===== config.mk =====
export PLATFORM = sky130hd
export DESIGN_NAME = front_side_port
export DESIGN_NICKNAME = d
export VERILOG_FILES = /design/src/verilog/bus_pkg.sv /design/src/verilog/front_side_port.sv
export SDC_FILE = /design/constraint.sdc
export NUM_CORES = 1
export LEC_CHECK = 0
export BUFFER_PORTS_ARGS = -buffer_cell sky130_fd_sc_hd__buf_2
export CAP_MARGIN = 25
export CORE_UTILIZATION = 41
export DETAILED_ROUTE_END_ITERATION = 12
export GPL_TIMING_DRIVEN = 0
export PLACE_DENSITY = 0.86
export SYNTH_ARGS = -nofsm -noshare
export SYNTH_HDL_FRONTEND = slang
export SYNTH_SLANG_ARGS = --single-unit

===== constraint.sdc =====
create_clock -name CLK -period 4.97 [get_ports CLK]
set_input_delay 0.994 -clock CLK [delete_from_list [all_inputs] [get_ports CLK]]
set_output_delay 0.994 -clock CLK [all_outputs]
set_load 0.05 [all_outputs]

===== src/verilog/bus_pkg.sv =====
// shared widths and generic-bus status for the multi-hart subsystem
package bus_pkg;

    // address bus width
    localparam int ADDR_W = 32;

    // word width on every bus, no byte enables
    localparam int DATA_W = 32;

    // generic-bus status as seen by the memory controller
    //   L2_IDLE   no transfer granted
    //   L2_BUSY   command on the bus, waiting for completion
    //   L2_ACCESS completed with good response this cycle
    //   L2_ERROR  completed with slave error this cycle
    typedef enum logic [1:0] {
        L2_IDLE   = 2'b00,
        L2_BUSY   = 2'b01,
        L2_ACCESS = 2'b10,
        L2_ERROR  = 2'b11
    } l2_state_t;

    // completion states share the upper bit
    // L2_ACCESS and L2_ERROR both mean the command is finished

endpackage


===== src/verilog/front_side_port.sv =====
`timescale 1ns/10ps

// one hart's request register toward the memory controller
module front_side_port (
    input  logic                        CLK,
    input  logic                        rst,
    // hart side
    input  logic                        req,
    input  logic                        wen,
    input  logic [bus_pkg::ADDR_W-1:0]  addr,
    input  logic [bus_pkg::DATA_W-1:0]  wdata,
    output logic                        done,
    output logic [bus_pkg::DATA_W-1:0]  rdata,
    output logic                        error,
    // controller side
    input  logic                        grant_done,
    input  logic [bus_pkg::DATA_W-1:0]  resp_rdata,
    input  logic                        resp_error,
    output logic                        port_valid,
    output logic                        port_wen,
    output logic [bus_pkg::ADDR_W-1:0]  port_addr,
    output logic [bus_pkg::DATA_W-1:0]  port_wdata
);

    logic accept;
    logic finish;

    // new request only when nothing pending
    // and not in the done cycle, where the hart still holds req
    assign accept = req && !port_valid && !done;

    // controller finished our transfer
    assign finish = port_valid && grant_done;

    // pending flag doubles as the valid toward the controller
    always_ff @(posedge CLK) begin
        if (rst) begin
            port_valid <= 1'b0;
            done       <= 1'b0;
        end else begin
            // done is a single-cycle pulse
            done <= 1'b0;
            if (accept) begin
                port_valid <= 1'b1;
            end else if (finish) begin
                port_valid <= 1'b0;
                done       <= 1'b1;
            end
        end
    end

    // request fields, held until completion
    always_ff @(posedge CLK) begin
        if (accept) begin
            port_wen   <= wen;
            port_addr  <= addr;
            port_wdata <= wdata;
        end
    end

    // response latched with the completion
    // valid to the hart during the done pulse
    always_ff @(posedge CLK) begin
        if (finish) begin
            rdata <= resp_rdata;
            error <= resp_error;
        end
    end

endmodule


Word-level counts from Yosys, hierarchy flattened
Index checks and enable logic that the tools add are counted.
W data, S select, Z words.
Word-level totals
  output and inout port bits: 100
  input port bits: 102
  flip-flop bits (word level): 100
  word-level logic and storage cells: 17
Operators by class
  muxes and demuxes: 3
  reductions and logical operators: 7
Operators with widths (number)
  $logic_and A1 B1 Y1: 3
  $mux W1: 3
  $logic_not A1 Y1: 2
  $reduce_bool A2 Y1: 1
  $reduce_or A2 Y1: 1

Longest topological paths before layout
  depth in word-level cells: 4
  mapped depth: 2
  mapped depth without buffers: 2

Least setup slack after synthesis
OpenSTA, ideal clock, no wires.
  path kind: in2reg
  from: in req
  to: reg port_addr[0] (netlist name) (enable)
  data arrival time: 3.527 ns
  setup time: 0.478 ns
  setup slack: 0.965 ns
  data required time: 4.492 ns
  stages on the path: 1
  path through: nor3b_2
Between the ends
  word-level cells in the longest chain between the ends: 2
RTL lines
  from (decl): line front_side_port.sv:8  | input logic req,
  $logic_and A1 B1 Y1 (2 in series): line front_side_port.sv:30  | assign accept = req && !port_valid && !done;
  to (signal assigned): line front_side_port.sv:56  | port_addr <= addr;
  to (decl): line front_side_port.sv:21  | output logic [bus_pkg::ADDR_W-1:0] port_addr,
Every way passes these cells.
A chain may end at the register's enable or synchronous reset.

Worst setup path after layout
  from: reg port_valid
  to: out port_valid
RTL lines
  from (decl): line front_side_port.sv:19  | output logic port_valid,
  from (signal assigned): line front_side_port.sv:38  | port_valid <= 1'b0;
  from (signal assigned): line front_side_port.sv:44  | port_valid <= 1'b1;
  from (signal assigned): line front_side_port.sv:46  | port_valid <= 1'b0;
No word-level cell between the ends.

==> results.txt <==
The worst setup path is of the register to output pin kind. The detail route stage leaves a number of antenna-violating nets equal to 0. The transition time at the pin with the least slew margin came out at 0.704 ns. The flow ran to the end, and the final reports show no timing, DRC or antenna violations.

The maximum ir drop on the vdd rail was 0.000232 V. The worst setup slack for register-to-register paths came out at 3.30 ns. The tools report the count of maximum capacitance violations as 0.

The family of cells with the greatest summed delay on the critical path was flip-flops. For the worst clock skew, the log shows 0.00774 ns. Across all hold checks on the routed design, the worst slack comes to 0.663 ns.

In this run the tightest slew margin relative to its limit is 53.1%. The cts-stage hold buffer count was 0; the post-cts repair resize count was 0. In this design, the stage delay of the slowest critical-path cell is 0.41 ns. The final routed DRC violation total was 0. Post-CTS setup buffer count: 0.

For the number of distinct library cells after synthesis, the log shows 6. Using the TritonRoute via totals, the vias-per-cell ratio works out to 4.39. The tools report the buffer cell driving the clock tree root as sky130_fd_sc_hd__clkbuf_8. Counting every net in the synthesized netlist gives 207. Total number of placement rows: 30.

The worst-path cell with the longest stage delay was sky130_fd_sc_hd__dfxtp_1. Number of cells on the worst hold path: 1. Of all cell types, the one taking the most synthesized area is sky130_fd_sc_hd__edfxtp_1.

The floorplan step set the die width to 87.9 um. The final hold violation count came out at 0. Subtracting the final worst setup slack from the clock period gives 2.05 ns.

Combinational logic burns 14.9% of the power. Wires add up to 6080 um. The logs give 1.06 ns for the data arrival time of the critical path and 105 for the gate count of the mapped netlist. The post-synthesis sequential area ratio was 98.6%. Clock-pin slew was measured on the worst setup and hold paths at 0.10 ns.

The biggest fanout along the worst timing path works out to 4. The tightest min-delay check is of the register to register type. The cell area after synthesis was 3030 um2. The start point of the worst hold path is done$_SDFF_PP0_.

Adding up every negative setup slack in the final design gives 0 ns. For this run, the top clock speed supported by timing is 0.488 GHz. Area enclosed by the die boundary: 7730 um2. The total area inside the core boundary comes to 6940 um2. The number of cells on the worst reg-to-reg path is 3. The worst path uses 41.2% of the clock period.

TritonCTS built the clock tree. The TritonCTS sink count is 100. Setup repair after global routing left no endpoint under its margin. The buffers plus inverters on the worst setup path was 1. Per report_power, the sequential group accounts for 56.4% of the total. For the worst setup path, the data required time is 3.98 ns. The capture point of the worst reg-to-reg path was port_addr[13]$_DFFE_PP_. The worst setup path is captured at an output pin.

The layout cell share with drive strength beyond 1 was 68.3%; the total half-perimeter wirelength after legalization and detailed placement was 4750 um. For this design the ratio of total power to cell area is 399 nW/um2. Relative to the synthesized area, the layout overhead comes to 45.5%.

Global routing used 15.3% of the available tracks. Ranked by total cell area, the synthesized netlist is headed by sky130_fd_sc_hd__edfxtp_1 (97%), sky130_fd_sc_hd__dfxtp_1 (1.3%), sky130_fd_sc_hd__nor2b_1 (0.41%). For this block, the initial DRC count from the detailed router was 48. The tools report the count of endpoints failing setup in the final report as 0. The sequential cells in the finished layout cover a total of 2980 um2.

In this run the deepest clock path goes through 2 buffers. The first global-routing pass estimated 8450 um of wire. The multi-input combinational cells in the finished layout cover a total of 48.8 um2. Counting flops and latches in the post-synthesis netlist gives 100.

The signal on the critical path passes through buf_2. The logs give 0 for the number of antenna repair diodes and 1789 for the via count of the first global-routing pass. The count of port buffers added during placement was 201.

The run gives 0.720 as the global placement routability congestion. In this run switching power makes up 27.3% of total power. 202 I/O pins were placed.

For the warning count from the yosys run, the log shows 0. In this run the mean area of a mapped cell was 28.8 um2. Summed over all nets, the switching power comes to 479 uW. Entering global routing, the biggest net connects 35 pins. The aggregate global routing overflow was 0; the final net count was 422.

STA classifies the critical path startpoint as a register. The max-slew violation count came out at 0. The worst hold path terminates at port_wdata[5]$_DFFE_PP_.

Summed over all cells, the static leakage comes to 1.87 nW. After detailed routing, the average wire length per cell comes to 14.4 um. The routed layout has 1847 vias. The run gives 43.6% as the starting utilization of the core area. Reg-to-reg startpoint: port_valid$_SDFFE_PP0P_. The part of the power in the clock network is 28.7%.

CTS built an H-tree with a depth of 3. Counting the fill cells in the layout gives 493. The vertical extent of the die was 87.9 um; the initial antenna violation count was 0.

The first detailed-routing pass took 4 iterations. The share of the synthesized area in the top cell type came out at 97.3%. The latest clock arrival within the worst-skew pair is 0.35 ns. Internal power comes to 1.28 mW. Counting the buffers created by CTS gives 9.
sequential cells by signal, summed over array words and instances (netlist names):
register and cells:
port_addr 32, port_wdata 32, rdata 32, done 1, error 1, port_valid 1
port_wen 1
power groups by stage:
stage               registers (mW)  clock network (mW)  logic, mW
finish                       0.991               0.504      0.262
global route                 0.996               0.549      0.274
CTS                          0.991               0.517      0.264
detailed placement            1.01                   0      0.264
global placement              1.01                   0      0.253
floorplan                     1.17                   0     0.0176
cell families (layout without fill, tap and decap cells):
group / Yosys count / count (layout) / synth area share (%)
flip-flops: 100 / 100 / 98.6
AND/OR/NAND/NOR: 4 / 4 / 1.08
AO/OA/AOI/OAI: 1 / 1 / 0.331
buffers and inverters: 0 / 220 / 0
layer usage:
layer	GRT usage [%]	up-vias	share of wire [%]
li1	-	850	-
met1	15.1	857	35
met2	27.4	134	51
met3	8.67	6	13
met4	4.47	0	0.82
met5	0	-	0
how the worst max path moves through the flow:
stage | startpoint | end | cells after the start
after floorplan | req | port_addr[0]$_DFFE_PP_ | 1
after global routing | port_valid$_SDFFE_PP0P_ | port_valid | 1
after global placement | req | port_wdata[18]$_DFFE_PP_ | 2
after CTS | port_valid$_SDFFE_PP0P_ | port_valid | 1
after detailed placement | req | port_wdata[4]$_DFFE_PP_ | 4
final | port_valid$_SDFFE_PP0P_ | port_valid | 1
cells in the mapped netlist (all sizes together):
library cell and instances:
nor2b 2, nor3b 1, edfxtp 98, and2 1, o21ba 1, dfxtp 2
final cells by class:
cell class / count / share of cell area, %
clock buffers: 9 / 2.81
clock inverters: 7 / 1.71
multi-input cells: 5 / 1.11
flip-flops and latches: 100 / 67.8
well taps: 96 / 2.73
repair buffers: 204 / 23.9
cells in the final DEF (no fill, tap or decap), drive strengths merged:
cell / synthesis / final
nor2b: 2 / 2
and2: 1 / 1
bufinv: 0 / 1
clkinvlp: 0 / 3
inv: 0 / 1
clkinv: 0 / 2
buf: 0 / 204
edfxtp: 98 / 98
o21ba: 1 / 1
clkbuf: 0 / 9
dfxtp: 2 / 2
nor3b: 1 / 1
per-stage QoR:
| stage | total power [mW] | area, um2 | util (%) | setup WS [ns] | instances |
|---|---|---|---|---|---|
| 2_1_floorplan | 1.19 | 3030 | - | 0.965 | 105 |
| 3_3_place_gp | 1.27 | 4150 | 59.8 | 0.0716 | 402 |
| 3_5_place_dp | 1.27 | 4200 | 60.5 | 2.58 | 405 |
| 4_1_cts | 1.77 | 4400 | 63.4 | 2.89 | 421 |
| 5_1_grt | 1.82 | 4400 | 63.4 | 2.87 | 421 |
| 6_report | 1.76 | 4400 | 63.4 | 2.92 | 421 |
Note: power is estimated with default switching activity, not from simulation.
