<file path="config.mk">
export PLATFORM = sky130hd
export DESIGN_NAME = apb_requester
export DESIGN_NICKNAME = d
export VERILOG_FILES = /design/src/verilog/bus_pkg.sv /design/src/verilog/apb_requester.sv
export SDC_FILE = /design/constraint.sdc
export NUM_CORES = 1
export LEC_CHECK = 0
export BUFFER_PORTS_ARGS = -buffer_cell sky130_fd_sc_hd__buf_2
export CORE_MARGIN = 2
export CORE_UTILIZATION = 44
export DETAILED_ROUTE_END_ITERATION = 6
export GPL_TIMING_DRIVEN = 0
export PLACE_DENSITY = 0.83
export SKIP_CTS_REPAIR_TIMING = 1
export SLEW_MARGIN = 0
export SYNTH_ARGS = -nofsm -noshare
export SYNTH_HDL_FRONTEND = slang
export SYNTH_SLANG_ARGS = --single-unit
</file>
<file path="constraint.sdc">
create_clock -name CLK -period 6.5 [get_ports CLK]
set_clock_uncertainty 0.15 [all_clocks]
set_input_delay 0.65 -clock CLK [delete_from_list [all_inputs] [get_ports CLK]]
set_output_delay 0.65 -clock CLK [all_outputs]
set_load 0.005 [all_outputs]
</file>
<file path="src/verilog/bus_pkg.sv">
// shared widths and generic-bus status for the multi-hart subsystem
package bus_pkg;

    // address bus width
    localparam int ADDR_W = 32;

    // word width on every bus, no byte enables
    localparam int DATA_W = 32;

    // generic-bus status as seen by the memory controller
    //   L2_IDLE   no transfer granted
    //   L2_BUSY   command on the bus, waiting for completion
    //   L2_ACCESS completed with good response this cycle
    //   L2_ERROR  completed with slave error this cycle
    typedef enum logic [1:0] {
        L2_IDLE   = 2'b00,
        L2_BUSY   = 2'b01,
        L2_ACCESS = 2'b10,
        L2_ERROR  = 2'b11
    } l2_state_t;

    // completion states share the upper bit
    // L2_ACCESS and L2_ERROR both mean the command is finished

endpackage

</file>
<file path="src/verilog/apb_requester.sv">
`timescale 1ns/10ps

// generic bus to APB, setup then access until pready
module apb_requester (
    input  logic                        CLK,
    input  logic                        rst,
    // generic bus
    input  logic                        gb_ren,
    input  logic                        gb_wen,
    input  logic [bus_pkg::ADDR_W-1:0]  gb_addr,
    input  logic [bus_pkg::DATA_W-1:0]  gb_wdata,
    output logic                        gb_busy,
    output logic [bus_pkg::DATA_W-1:0]  gb_rdata,
    output logic                        gb_error,
    // APB
    input  logic [bus_pkg::DATA_W-1:0]  prdata,
    input  logic                        pready,
    input  logic                        pslverr,
    output logic                        psel,
    output logic                        penable,
    output logic                        pwrite,
    output logic [bus_pkg::ADDR_W-1:0]  paddr,
    output logic [bus_pkg::DATA_W-1:0]  pwdata
);

    typedef enum logic [1:0] {
        APB_IDLE,
        APB_SETUP,
        APB_ACCESS
    } apb_state_t;

    apb_state_t state;
    logic       start;
    logic       finish;

    // busy low marks the completion cycle, so no restart then
    assign start  = (state == APB_IDLE) && gb_busy && (gb_ren || gb_wen);
    assign finish = (state == APB_ACCESS) && pready;

    assign psel    = (state != APB_IDLE);
    assign penable = (state == APB_ACCESS);

    always_ff @(posedge CLK) begin
        if (rst) begin
            state   <= APB_IDLE;
            gb_busy <= 1'b1;
        end else begin
            case (state)
                APB_IDLE: begin
                    // back to busy after the one completion cycle
                    gb_busy <= 1'b1;
                    if (start) begin
                        state <= APB_SETUP;
                    end
                end
                APB_SETUP: state <= APB_ACCESS;
                APB_ACCESS: begin
                    // wait states stretch this phase
                    if (pready) begin
                        state   <= APB_IDLE;
                        gb_busy <= 1'b0;
                    end
                end
                default: state <= APB_IDLE;
            endcase
        end
    end

    // address phase fields, stable for the whole transfer
    always_ff @(posedge CLK) begin
        if (start) begin
            pwrite <= gb_wen;
            paddr  <= gb_addr;
            pwdata <= gb_wdata;
        end
    end

    // response sampled on the pready cycle
    always_ff @(posedge CLK) begin
        if (finish) begin
            gb_rdata <= prdata;
            gb_error <= pslverr;
        end
    end

endmodule

</file>
Word level (Yosys, flattened, before mapping)
Cells that the tools add are included.
- memories: 0
- output and inout bits: 101
- flip-flop bits (word level): 101
- memory bits (writable): 0
- input bits: 102
- bits in read-only memories: 0
- latch bits: 0
- $mul: 0
- shifts and indexed selects: 0
- divide/modulo/power cells: 0
- $lt $le $gt $ge: 0
- muxes and demuxes: 5
- reductions and logical operators: 9
- equal/unequal tests: 4
- $add $sub $neg: 0
- bitwise logic cells: 0
- operator list (operator ; number):
    $pmux W2 S3 ; 1
    $mux W2 ; 2
    $ne A2 B2 Y1 const B ; 2
    $reduce_and A2 Y1 ; 2
    $reduce_bool A2 Y1 ; 2
    $logic_and A1 B1 Y1 ; 3
    $eq A2 B1 Y1 const B ; 1
    $eq A2 B2 Y1 const B ; 1
    $logic_not A2 Y1 ; 1
    $pmux W1 S2 ; 1
    $logic_or A1 B1 Y1 ; 1
    $mux W1 ; 1

Longest topological paths before layout
Gate-level depths: netlist of the first run.
- depth in word-level cells: 5
- gate-level depth with buffers: 3
- depth with buffers taken out: 3

Least setup slack after synthesis of the first run
Ideal clock, no wire load.
- path type: input -> register
- from: input port gb_wen
- to: register paddr[0] in the netlist's numbering (enable)
- stages on the path: 2
- arrival: 3476 ps
- setup time: 488 ps
- required time: 5862 ps
- path slack: 2386 ps
- path through: o21ai_0 > nor2_1
- cells in the longest elaborated chain, start to end: 2
- RTL lines (element ; RTL line ; source):
    from (decl) ; apb_requester.sv:9 ; input logic gb_wen,
    $logic_or A1 B1 Y1 ; apb_requester.sv:37 ; assign start = (state == APB_IDLE) && gb_busy && (gb_ren || gb_wen);
    $logic_and A1 B1 Y1 ; apb_requester.sv:37 ;
    named net start ; apb_requester.sv:33 ; logic start;
    to (signal assigned) ; apb_requester.sv:73 ; paddr <= gb_addr;
    to (decl) ; apb_requester.sv:22 ; output logic [bus_pkg::ADDR_W-1:0] paddr,
The timed path passes the listed nets, and every way through them passes these cells.
A chain may end at the register's enable or synchronous reset.

Worst setup path after layout of the first run
- from: register state[1]
- to: register paddr[23] in the netlist's numbering (enable)
- cells in the longest elaborated chain, start to end: 3
- RTL lines (element ; RTL line ; source):
    from (decl) ; apb_requester.sv:32 ; apb_state_t state;
    from (signal assigned) ; apb_requester.sv:45 ; state <= APB_IDLE;
    from (signal assigned) ; apb_requester.sv:53 ; state <= APB_SETUP;
    from (signal assigned) ; apb_requester.sv:56 ; APB_SETUP: state <= APB_ACCESS;
    $logic_not A2 Y1 ; apb_requester.sv:37 ;
    $logic_and A1 B1 Y1 (2 in a row) ; apb_requester.sv:37 ;
    named net start ; apb_requester.sv:33 ;
The timed path passes the listed nets, and every way through them passes these cells.

==> reports/results.env, run 1 <==
FLOW.AREA_GROWTH_FROM_SYNTHESIS_PCT=43.97
FINISH.NET_COUNT=429
LAYOUT-DRIVE-GT1-SHARE=0.6627
SYN-INSTANCE-COUNT=113
CTS-BUFFERS-INSERTED=9
CTS_TREE='yes'
GROUTE.LAYER.MET3.USAGE=0.1056
CRITICAL_PATH.MAX_STAGE_DELAY_PS=660
ROW_COUNT=30
PEAKVDDDROP_V=0.0001728
POWER.DENSITY_nW_PER_UM2=297.1
LAYOUT_COMMON_CELLS='buf_2, edfxtp_1, clkbuf_8'
TIMING.FMAX_MHz=494.2
INITIAL_CORE_UTIL=0.4523
DRV.MAX_CAP_VIOLATION_COUNT=0
FIRST_GLOBAL_VIAS=1905
TIMING_WORST_SETUP_PATH_TYPE='register to register'
MAPPEDNETLISTNETS=215
WORST_SLEW_MARGIN_REL=0.4499
CP-END-KIND='register'
WIRE_LENGTH_OF_THE_FIRST_GLOBAL_ROUTING_PASS_UM=8907
WORSTSETUPSTARTPOINTTYPE='register'
HOLD_SLACK_PS=325.6
FINAL-HOLD-VIOLATION-COUNT=0
ANTENNA_CELLS_INSERTED=0
ANTENNA_VIOLATING_NETS_POST_ROUTE=0
FINAL-SETUP-VIOL-COUNT=0
CORE_UM2=6794
SYNTH_SEQ_AREA_SHARE=0.9772
OUTCOME='finished, final reports clean'
GRT_USE_MET1=0.1413
HTREE_LEVELS=3
TIMING.CRITICAL_PATH.ARRIVAL_PS=1910
SYNTH_WARNINGS=0
CLOCK_TREE.BUFFER_DEPTH=2
MULTIINPUTGATEAREA_UM2=75.07
SUM_OF_OVERFLOW_ACROSS_ALL_LAYERS_AFTER_GLOBAL_ROUTING=0
GLOBALROUTETOTALUTIL=0.1618
TIME_THE_FINAL_WORST_PATH_NEEDS_WITH_I_O_DELAYS_AND_SETUP_PS=2024
WORSTPATHCELLLIST='nor2_1, inv_1, nor2_4, buf_12'
GRTUSAGEMET2=0.2851
DIEWIDTH_UM=87.57
POSTSYNTHREGISTERBITS=101
GRT_START_MAX_NET_PINS=39
ROUTE.DETAILED.DRC=0
FINALCRITPERIODSHARE=0.3113
CRIT_SLOWEST_CELL='nor2_4'
GRT_SETUP_UNREPAIRED='false'
MOST_COMMON_LIBRARY_CELL_IN_THE_LAYOUT_IGNORING_FILL_AND_TAPS='buf_2'
CLOCK_SINKS=101
CHIPHEIGHT_UM=87.57
WORSTPATHREQUIRED_PS=6390
WORST_SLEW_PIN_SLEW_PS=823.3
REGISTER_AREA_UM2=3003
DISTINCT_CELL_TYPE_COUNT_OF_THE_SYNTHESIZED_NETLIST=12
IOS=203
LEAK_PWR_nW=1.895
GR-MAX-USAGE-LAYER='met2'
TNS_PS=0
CTS.ROOT.BUFFER_CELL='clkbuf_8'
TIMING.HOLD.WORST.CLASS='primary input to register'
NUM-FILL-CELLS=495
DPL.HPWL_UM=5021
INSERTION_DELAY_PS=340
POST_DRT_VIA_CELL_RATIO=4.374
WL_UM=6409
FINAL_WEIGHTED_CONGESTION_IN_ROUTABILITY_DRIVEN_PLACEMENT=0.7338
DETAILROUTE.VIA_COUNT=1872
SYNTH_AREA_UM2=3073
PATH_MAX_FANOUT=38
SYN-MEAN-INSTANCE-AREA_UM2=27.19
GRT_ANTENNA_BEFORE_REPAIR=0
DIE_AREA_UM2=7669
PLACEMENT.IO_BUFFERS=202
INITIAL_DRT_MARKERS=83
WORST_PATH_DOMINANT_CELL_FAMILY='simple AND/OR/NAND/NOR gates'
CTS.CLK_SLEW.WORST_PATHS_PS=100
ROUTEDWLPERCELL_UM=14.97
CRITICAL_PATH_BUF_INV_COUNT=2
TIMING.FINAL.MAX_SLEW_VIOLATIONS=0
DETAIL_ROUTE.FIRST_PASS.ITERATIONS=4
## power breakdown
| group | internal [W] | total [W] | switching, W |
|---|---|---|---|
| combinational | 0.0000633 | 0.000137 | 0.0000733 |
| sequential | 0.000789 | 0.000802 | 0.0000131 |
| clock | 0.000178 | 0.000376 | 0.000198 |
## synthesized netlist by cell type, drive strengths merged
library cell / number / share of area
a211o: 1 / 0.0029
a21o: 1 / 0.0024
and2: 1 / 0.0020
dfxtp: 3 / 0.020
edfxtp: 98 / 0.96
inv: 1 / 0.0012
nand2b: 1 / 0.0020
nor2: 3 / 0.0037
nor2b: 1 / 0.0029
nor3: 1 / 0.0016
nor3b: 1 / 0.0024
o21ai: 1 / 0.0016
## worst paths after layout
kind | startpoint | to | slack [ps] | depth (start not counted)
max | state[1] | paddr[23] | 4480 | 4
max reg2reg | state[1] | paddr[23] | 4480 | 4
min | prdata[9] | gb_rdata[9] | 330 | 1
min reg2reg | gb_busy | gb_busy | 350 | 1
## cells by family (layout without fill, tap and decap cells)
kind of cell           after synthesis  in the layout  synth area share
AOI/OAI and AO/OA                    3              3          0.006922
buffers and inverters                1            220          0.001220
DFF                                101            101            0.9772
and+or+nand+nor                      8              8           0.01466
## registers in the layout (all words and copies together) (netlist names)
name / flops
gb_rdata: 32
paddr: 32
pwdata: 32
state: 2
gb_busy: 1
gb_error: 1
pwrite: 1
## metrics by stage
step | cells | instance area (um^2) | worst slack (ps) | util | power (W)
6_report | 428 | 4424 | 4476 | 0.6512 | 0.001315
5_1_grt | 428 | 4424 | 4356 | 0.6512 | 0.001371
4_1_cts | 428 | 4423 | 4323 | 0.6510 | 0.001333
3_5_place_dp | 412 | 4232 | 4129 | 0.6228 | 0.0009578
3_3_place_gp | 411 | 4204 | 1361 | 0.6188 | 0.0009526
2_1_floorplan | 113 | 3073 | 2386 | - | 0.0008600
## worst register-to-register path, cell delays in order, from the launching register on
cell     delay (ps)
dfxtp_1         330
nor2_1          150
inv_1           110
nor2_4          660
buf_12          310
## per-layer routing
layer / vias to the layer above / routed length, um
met5: - / 0
met4: 0 / 156
met3: 12 / 926
met2: 137 / 3317
met1: 846 / 2008
li1: 877 / -
## layout make-up
class                           count  share of cell area
Tap cell                           96             0.02715
Timing Repair Buffer              203              0.2330
Inverter                            1           0.0008484
Clock inverter                      6             0.01442
Clock buffer                       10             0.02885
Multi-Input combinational cell     11             0.01697
Sequential cell                   101              0.6787
Note: power is estimated with default switching activity, not from simulation.
==> inputs of run 2 (changes only) <==
- ABC_AREA: default -> 1
- CORE_UTILIZATION: 44 -> 37
- PLACE_DENSITY: 0.83 -> 0.75
- clock period: 6.5 -> 1.8 ns (I/O delays scaled with it)
==> run 2 against run 1 <==
  * The run now ends with hold timing, setup timing left
  * Setup slack worse by 4500 ps
  * Worst hold slack worse by 340 ps
  * Final cell count grew 27%
  * Clock-buffer cell count unchanged
  * Routed wire length is 47% higher
  * Die area up 18%
  * Critical path type unchanged
  * Highest routed layer unchanged
==> reports/results.env, run 2 <==
ROUTEDWLPERCELL_UM=17.34  # was 14.97 um
SYNTH_SEQ_AREA_SHARE=0.9752  # was 0.9772
SYNTH_WARNINGS=0  # unchanged
FINALCRITPERIODSHARE=1.012  # was 0.3113
SYNTH_AREA_UM2=3079  # was 3073 um^2
WORSTPATHREQUIRED_PS=1690  # was 6390 ps
SYNTH.TOP_CELLS.BY_COUNT='edfxtp_1, inv_1, dfxtp_1, nand2_1, nor2_1'  # was edfxtp_1, dfxtp_1, nor2_1
POSTSYNTHREGISTERBITS=101  # unchanged
DPL.HPWL_UM=5321  # was 5021 um
TNS_PS=-406.9  # was 0 ps
INITIAL_CORE_UTIL=0.3786  # was 0.4523
CORE_UM2=8134  # was 6794 um^2
PEAKVDDDROP_V=0.0005452  # was 0.0001728 V
NUM-FILL-CELLS=513  # was 495
CTS-BUFFERS-INSERTED=9  # unchanged
HTREE_LEVELS=3  # unchanged
TIMING.FINAL.MAX_SLEW_VIOLATIONS=0  # unchanged
CRIT_SLOWEST_CELL='dfxtp_2'  # was nor2_4
DOMINANT_COMBINATIONAL_CELL_FAMILY_BY_AREA_AFTER_SYNTHESIS='simple AND/OR/NAND/NOR gates'  # unchanged
CRITICAL_PATH_BUF_INV_COUNT=2  # unchanged
INSTANCES_NO_FILL=544  # was 428
SYN-INSTANCE-COUNT=119  # was 113
SYNTH_COMPOUND_GATE_AREA_SHARE=0.001625  # was 0.006922
POST_DRT_VIA_CELL_RATIO=4.414  # was 4.374
LEAK_PWR_nW=2.321  # was 1.895 nW
GRT_START_MAX_NET_PINS=66  # was 39
CRITICAL_PATH.MAX_STAGE_DELAY_PS=360  # was 660 ps
WORSTPATHCELLLIST='nor2_2, nand3_2, clkinvlp_4, buf_12'  # was nor2_1, inv_1, nor2_4, buf_12
SUM_OF_OVERFLOW_ACROSS_ALL_LAYERS_AFTER_GLOBAL_ROUTING=0  # unchanged
FINAL_WEIGHTED_CONGESTION_IN_ROUTABILITY_DRIVEN_PLACEMENT=0.7212  # was 0.7338
DIEWIDTH_UM=95.23  # was 87.57 um
VIOLATIONS='hold timing, setup timing'
HOLD_SLACK_PS=-14.12  # was 325.6 ps
DETAIL_ROUTE.FIRST_PASS.ITERATIONS=4  # unchanged
FINAL-SETUP-VIOL-COUNT=34  # was 0
ROUTE.DETAILED.DRC=0  # unchanged
GLOBALROUTETOTALUTIL=0.1406  # was 0.1618
WORSTSETUPSTARTPOINTTYPE='register'  # unchanged
SYN-MEAN-INSTANCE-AREA_UM2=25.88  # was 27.19 um^2
GRT_ANTENNA_BEFORE_REPAIR=0  # unchanged
FINISH.NET_COUNT=536  # was 429
CTS.CLK_SLEW.WORST_PATHS_PS=110  # was 100 ps
CHIPHEIGHT_UM=95.23  # was 87.57 um
DETAILROUTE.VIA_COUNT=2401  # was 1,872
CELL_TAKING_THE_MOST_AREA_AFTER_SYNTHESIS='edfxtp_1'  # unchanged
WORST_SLEW_PIN_SLEW_PS=636.2  # was 823.3 ps
LAYOUT-DRIVE-GT1-SHARE=0.5171  # was 0.6627
MULTIINPUTGATEAREA_UM2=55.05  # was 75.07 um^2
PATH_MAX_FANOUT=37  # was 38
ANTENNA_CELLS_INSERTED=0  # unchanged
FINAL-HOLD-VIOLATION-COUNT=1  # was 0
YOSYS.CELL_COUNT.TOP_TYPE='edfxtp_1'  # unchanged
WORST_SLEW_MARGIN_REL=0.5736  # was 0.4499
SYNTH_ENABLE_FLOP_CELLS=98  # unchanged
CLOCK_SINKS=101  # unchanged
TIMING_WORST_SETUP_PATH_TYPE='register to register'  # unchanged
SYNTH_ADDER_AREA_SHARE=0  # unchanged
PLACEMENT.IO_BUFFERS=202  # unchanged
TIMING.HOLD.WORST.CLASS='primary input to register'  # unchanged
TIMING.FMAX_MHz=549.1  # was 494.2 MHz
POST_SYNTH_AND_OR_NAND_NOR_AREA_FRACTION=0.01463  # was 0.01466
INITIAL_DRT_MARKERS=129  # was 83
YS_TOP_CELLS_BY_AREA='edfxtp_1, dfxtp_1, inv_1'  # was edfxtp_1, dfxtp_1, nor2_1
FINAL.SETUP.WORST_SLACK_PS=-21.30  # was 4476 ps
CP-END-KIND='register'  # unchanged
INSERTION_DELAY_PS=360  # was 340 ps
DP_CELLS=426  # was 412
CTS.ROOT.BUFFER_CELL='clkbuf_8'  # unchanged
MOST_COMMON_LIBRARY_CELL_IN_THE_LAYOUT_IGNORING_FILL_AND_TAPS='buf_2'  # unchanged
YOSYSTOPAREACELLSHARE=0.9557  # was 0.9577
TIMING.CRITICAL_PATH.ARRIVAL_PS=1720  # was 1910 ps
LAYOUT_COMMON_CELLS='buf_2, dlygate4sd3_1, edfxtp_1'  # was buf_2, edfxtp_1, clkbuf_8
DIE_AREA_UM2=9068  # was 7669 um^2
MAPPEDNETLISTNETS=221  # was 215
DISTINCT_CELL_TYPE_COUNT_OF_THE_SYNTHESIZED_NETLIST=9  # was 12
WIRE_LENGTH_OF_THE_FIRST_GLOBAL_ROUTING_PASS_UM=9135  # was 8907 um
CLOCK_TREE.BUFFER_DEPTH=2  # unchanged
ANTENNA_VIOLATING_NETS_POST_ROUTE=0  # unchanged
WORST_REG2REG_SETUP_SLACK_PS=-20  # was 4480 ps
ROW_COUNT=33  # was 30
POSTLAYOUTCOREUTIL=0.6704  # was 0.6512
TIME_THE_FINAL_WORST_PATH_NEEDS_WITH_I_O_DELAYS_AND_SETUP_PS=1821  # was 2024 ps
POSTSYNTH.ASYNCRESETSHARE=0  # unchanged
OUTCOME='finished with violations'  # was finished, final reports clean
POST_SYNTH_XOR_AREA_FRACTION=0  # unchanged
CTS_TREE='yes'  # unchanged
POWER.DENSITY_nW_PER_UM2=911.6  # was 297.1 nW/um^2
SYNTHMUXAREASHARE=0  # unchanged
LARGESTREGISTERS='gb_rdata (32), paddr (32), pwdata (32)'  # unchanged
REGISTER_AREA_UM2=3005  # was 3003 um^2
WORST_PATH_DOMINANT_CELL_FAMILY='buffers and inverters'  # was simple AND/OR/NAND/NOR gates
WL_UM=9433  # was 6409 um
IOS=203  # unchanged
DRV.MAX_CAP_VIOLATION_COUNT=0  # unchanged
FIRST_GLOBAL_VIAS=1795  # was 1,905
FLOW.AREA_GROWTH_FROM_SYNTHESIS_PCT=77.08  # was 43.97%
SYNTHFLOPTYPE='edfxtp_1'  # unchanged
run 2: cell families after synthesis:
logic type | Yosys count
flip-flops | 101
AND/OR/NAND/NOR | 10
buffers and inverters | 7
AO/OA/AOI/OAI | 1
run 2: routing by layer:
layer / vias to the layer above / routed length [um] / global-route usage
li1: 1087 / - / -
met2: 135 / 5150 / 0.2500
met4: 0 / 247 / 0.04710
met1: 1159 / 3287 / 0.1521
met5: - / 0 / 0
met3: 20 / 747 / 0.05613
run 2: path summary, 6_finish.rpt:
kind                                from         end  cells past startpoint
worst max-delay path            state[1]  pwdata[23]                      4
worst min-delay path              pready    state[1]                      3
worst max register to register  state[1]  pwdata[23]                      4
worst min register to register   gb_busy     gb_busy                      2
run 2: report_power, final:
part	total [W]	switching (W)	internal [W]
registers	0.00290	0.0000606	0.00284
clock network	0.00138	0.000812	0.000565
logic	0.000689	0.000324	0.000365
total	0.00497	0.00120	0.00377
run 2: stage by stage:
| step | power [W] | instance area [um^2] | worst slack (ps) | hold slack, ps |
|---|---|---|---|---|
| final | 0.004971 | 5453 | -21.30 | -14.12 |
| after CTS | 0.004783 | 4425 | -608.5 | -186.8 |
| after detailed placement | 0.003439 | 4233 | -583.5 | 203.5 |
| after global routing | 0.005163 | 5453 | -77.49 | -1.939 |
| after global placement | 0.003410 | 4233 | -500.0 | 200.8 |
| after floorplan | 0.003087 | 3090 | -130.1 | 94.97 |
run 2: worst min-delay path, delay by kind of cell:
family          cells  cell delay (ps)
buf+inv             1               90
simple gates        1              140
compound gates      1               60
run 2: final cells by class:
| class | count | share of cell area |
|---|---|---|
| clock buffer | 10 | 0.02524 |
| clock inverter | 6 | 0.01010 |
| inverter | 7 | 0.006196 |
| multi-input combinational | 11 | 0.01010 |
| sequential | 101 | 0.5512 |
| tap | 105 | 0.02409 |
| timing repair buffer | 302 | 0.3708 |
| timing repair inverter | 2 | 0.002295 |
==> inputs of run 3 (changes only) <==
- CORE_UTILIZATION: 37 -> 41
- CTS_CLUSTER_DIAMETER: default -> 100
- PLACE_DENSITY: 0.75 -> 0.79
- SKIP_CTS_REPAIR_TIMING: 1 -> default
- clock period: 1.8 -> 1.9 ns (I/O delays scaled with it)
==> run 3 against run 2 <==
  * Non-clock buffer count shrank 1
  * Clock power shrank 14%
  * Critical endpoint is now pwdata[11]
  * Clock-buffer cell count grew 1
  * Utilization grew 7.3 points
  * Largest power group unchanged
  * Highest routed layer unchanged
  * Fmax grew 3.6%
  * The run now ends clean
  * Largest cell class unchanged
  * Die area shrank 9.4%
  * Combinational power shrank 7.7%
==> reports/results.env, run 3 (synthesized netlist as in run 2, its figures left out) <==
LEAK_PWR_nW=2.304  # was 2.321 nW
CLOCK_TREE.BUFFER_DEPTH=2  # unchanged
DETAIL_ROUTE.FIRST_PASS.ITERATIONS=4  # unchanged
TIMING_WORST_SETUP_PATH_TYPE='register to register'  # unchanged
DRV.MAX_CAP_VIOLATION_COUNT=0  # unchanged
TIMING.CRITICAL_PATH.ARRIVAL_PS=1490  # was 1720 ps
WORST_PATH_DOMINANT_CELL_FAMILY='buffers and inverters'  # unchanged
POSTLAYOUTCOREUTIL=0.7437  # was 0.6704
ROW_COUNT=31  # was 33
WORSTPATHCELLLIST='nor2_2, nand3_2, clkinvlp_4'  # was nor2_2, nand3_2, clkinvlp_4, buf_12
DETAILROUTE.VIA_COUNT=2368  # was 2,401
WORST_SLEW_MARGIN_REL=0.5349  # was 0.5736
FINAL-SETUP-VIOL-COUNT=0  # was 34
CTS.ROOT.BUFFER_CELL='clkbuf_8'  # unchanged
TIMING.HOLD.WORST.CLASS='primary input to register'  # unchanged
FLOW.AREA_GROWTH_FROM_SYNTHESIS_PCT=75.17  # was 77.08%
IOS=203  # unchanged
FINAL-HOLD-VIOLATION-COUNT=0  # was 1
GRT_SETUP_UNREPAIRED='false'
ANTENNA_CELLS_INSERTED=0  # unchanged
TIMING.FINAL.MAX_SLEW_VIOLATIONS=0  # unchanged
TNS_PS=0  # was -406.9 ps
LAYOUT-DRIVE-GT1-SHARE=0.5080  # was 0.5171
HTREE_LEVELS=3  # unchanged
WORST_SLEW_PIN_SLEW_PS=696.2  # was 636.2 ps
ROUTEDWLPERCELL_UM=17.89  # was 17.34 um
WORSTSETUPSTARTPOINTTYPE='register'  # unchanged
DP_WORST_SETUP_SLACK_PS=-399.3  # was -583.5 ps
GLOBALROUTETOTALUTIL=0.2381  # was 0.1406
PLACEMENT.IO_BUFFERS=202  # unchanged
CLOCK_SINKS=101  # unchanged
WL_UM=9590  # was 9433 um
DP_CELLS=420  # was 426
LARGESTREGISTERS='gb_rdata (32), paddr (32), pwdata (32)'  # unchanged
MOST_COMMON_LIBRARY_CELL_IN_THE_LAYOUT_IGNORING_FILL_AND_TAPS='buf_2'  # unchanged
INITIAL_CORE_UTIL=0.4245  # was 0.3786
CTS.CLK_SLEW.WORST_PATHS_PS=90  # was 110 ps
INSERTION_DELAY_PS=340  # was 360 ps
TIME_THE_FINAL_WORST_PATH_NEEDS_WITH_I_O_DELAYS_AND_SETUP_PS=1759  # was 1821 ps
CHIPHEIGHT_UM=90.66  # was 95.23 um
LAYOUT_COMMON_CELLS='buf_2, dlygate4sd3_1, edfxtp_1'  # unchanged
PATH_MAX_FANOUT=32  # was 37
POST-CTS-SETUP-BUFFER-COUNT=0
FINAL.SETUP.WORST_SLACK_PS=141.5  # was -21.30 ps
CP-END-KIND='register'  # unchanged
NUM-FILL-CELLS=437  # was 513
WORSTPATHREQUIRED_PS=1640  # was 1690 ps
DIE_AREA_UM2=8219  # was 9068 um^2
CTS-BUFFERS-INSERTED=9  # unchanged
PEAKVDDDROP_V=0.0006939  # was 0.0005452 V
TIMING.FMAX_MHz=568.7  # was 549.1 MHz
DESIGN_POWER_TOTAL_W=0.004573  # was 0.004971 W
CTS_TREE='yes'  # unchanged
DIEWIDTH_UM=90.66  # was 95.23 um
GRT_START_MAX_NET_PINS=34  # was 66
CRITICAL_PATH_BUF_INV_COUNT=1  # was 2
FINISH.NET_COUNT=534  # was 536
FIRST_GLOBAL_VIAS=2659  # was 1,795
WIRE_LENGTH_OF_THE_FIRST_GLOBAL_ROUTING_PASS_UM=14420  # was 9135 um
CORE_UM2=7253  # was 8134 um^2
OUTCOME='finished, final reports clean'  # was finished with violations
CRIT_SLOWEST_CELL='clkinvlp_4'  # was dfxtp_2
ROUTE.DETAILED.DRC=0  # unchanged
INSTANCES_NO_FILL=536  # was 544
FINALCRITPERIODSHARE=0.9255  # was 1.012
CRITICAL_PATH.MAX_STAGE_DELAY_PS=590  # was 360 ps
FINAL_WEIGHTED_CONGESTION_IN_ROUTABILITY_DRIVEN_PLACEMENT=0.7703  # was 0.7212
GRT_ANTENNA_BEFORE_REPAIR=0  # unchanged
POST_DRT_VIA_CELL_RATIO=4.418  # was 4.414
DPL.HPWL_UM=5604  # was 5321 um
ANTENNA_VIOLATING_NETS_POST_ROUTE=0  # unchanged
SUM_OF_OVERFLOW_ACROSS_ALL_LAYERS_AFTER_GLOBAL_ROUTING=0  # unchanged
INITIAL_DRT_MARKERS=102  # was 129
WORST_REG2REG_SETUP_SLACK_PS=140  # was -20 ps
POWER.DENSITY_nW_PER_UM2=847.8  # was 911.6 nW/um^2
==> run 3: cell types whose count changed in the layout (fill, tap and decap cells not counted), sizes merged <==
cell      previous run  this run
buf                203       202
clkbuf              10        11
clkinv               2         4
clkinvlp             6         3
inv                  7         6
==> run 3: layout make-up <==
type | instances | area [um^2] | area share
Sequential cell | 101 | 3005 | 0.5572
Timing Repair Buffer | 301 | 2002 | 0.3711
Clock buffer | 11 | 131.4 | 0.02436
Tap cell | 99 | 123.9 | 0.02296
Multi-Input combinational cell | 11 | 55.05 | 0.01021
Clock inverter | 5 | 35.03 | 0.006495
Inverter | 7 | 33.78 | 0.006263
Timing Repair inverter | 1 | 7.507 | 0.001392
==> run 3: worst register-to-register path: stages (launching register included) <==
cell and delay [ps]:
dfxtp_2 360, nor2_2 60, nand3_2 130, clkinvlp_4 590
==> run 3: per-layer routing <==
| metal | global-route usage | wire, um |
|---|---|---|
| met1 | 0.2474 | 3299 |
| met2 | 0.4496 | 5375 |
| met3 | 0.06761 | 643 |
| met4 | 0.09103 | 272 |
| met5 | 0 | 0 |
==> run 3: repair_timing <==
item | in CTS | in global routing
hold buffers | 99 | 0
resized for setup | 2 | 0
hold endpoints to repair | 101 | 0
endpoints found under the setup margin | 98 | 0
==> run 3: final timing paths <==
path | startpoint | to | cells past startpoint
worst min-delay path | pready | state[1] | 3
worst min register to register | gb_busy | gb_busy | 2
worst max-delay path | state[1] | pwdata[11] | 3
worst max register to register | state[1] | pwdata[11] | 3
==> run 3: where the power goes <==
group          switching (W)  internal (W)  total [W]  leakage, nW
registers          0.0000617       0.00270    0.00276        0.958
logic               0.000303      0.000332   0.000636         1.26
clock network       0.000696      0.000481    0.00118       0.0853
total                0.00106       0.00351    0.00457         2.30
==> run 3: per-stage QoR <==
stage,hold slack (ps),instance area [um^2]
finish,29.58,5394
floorplan,105.0,3090
detailed placement,212.0,4225
global route,28.76,5394
CTS,10.69,5394
global placement,208.7,4225
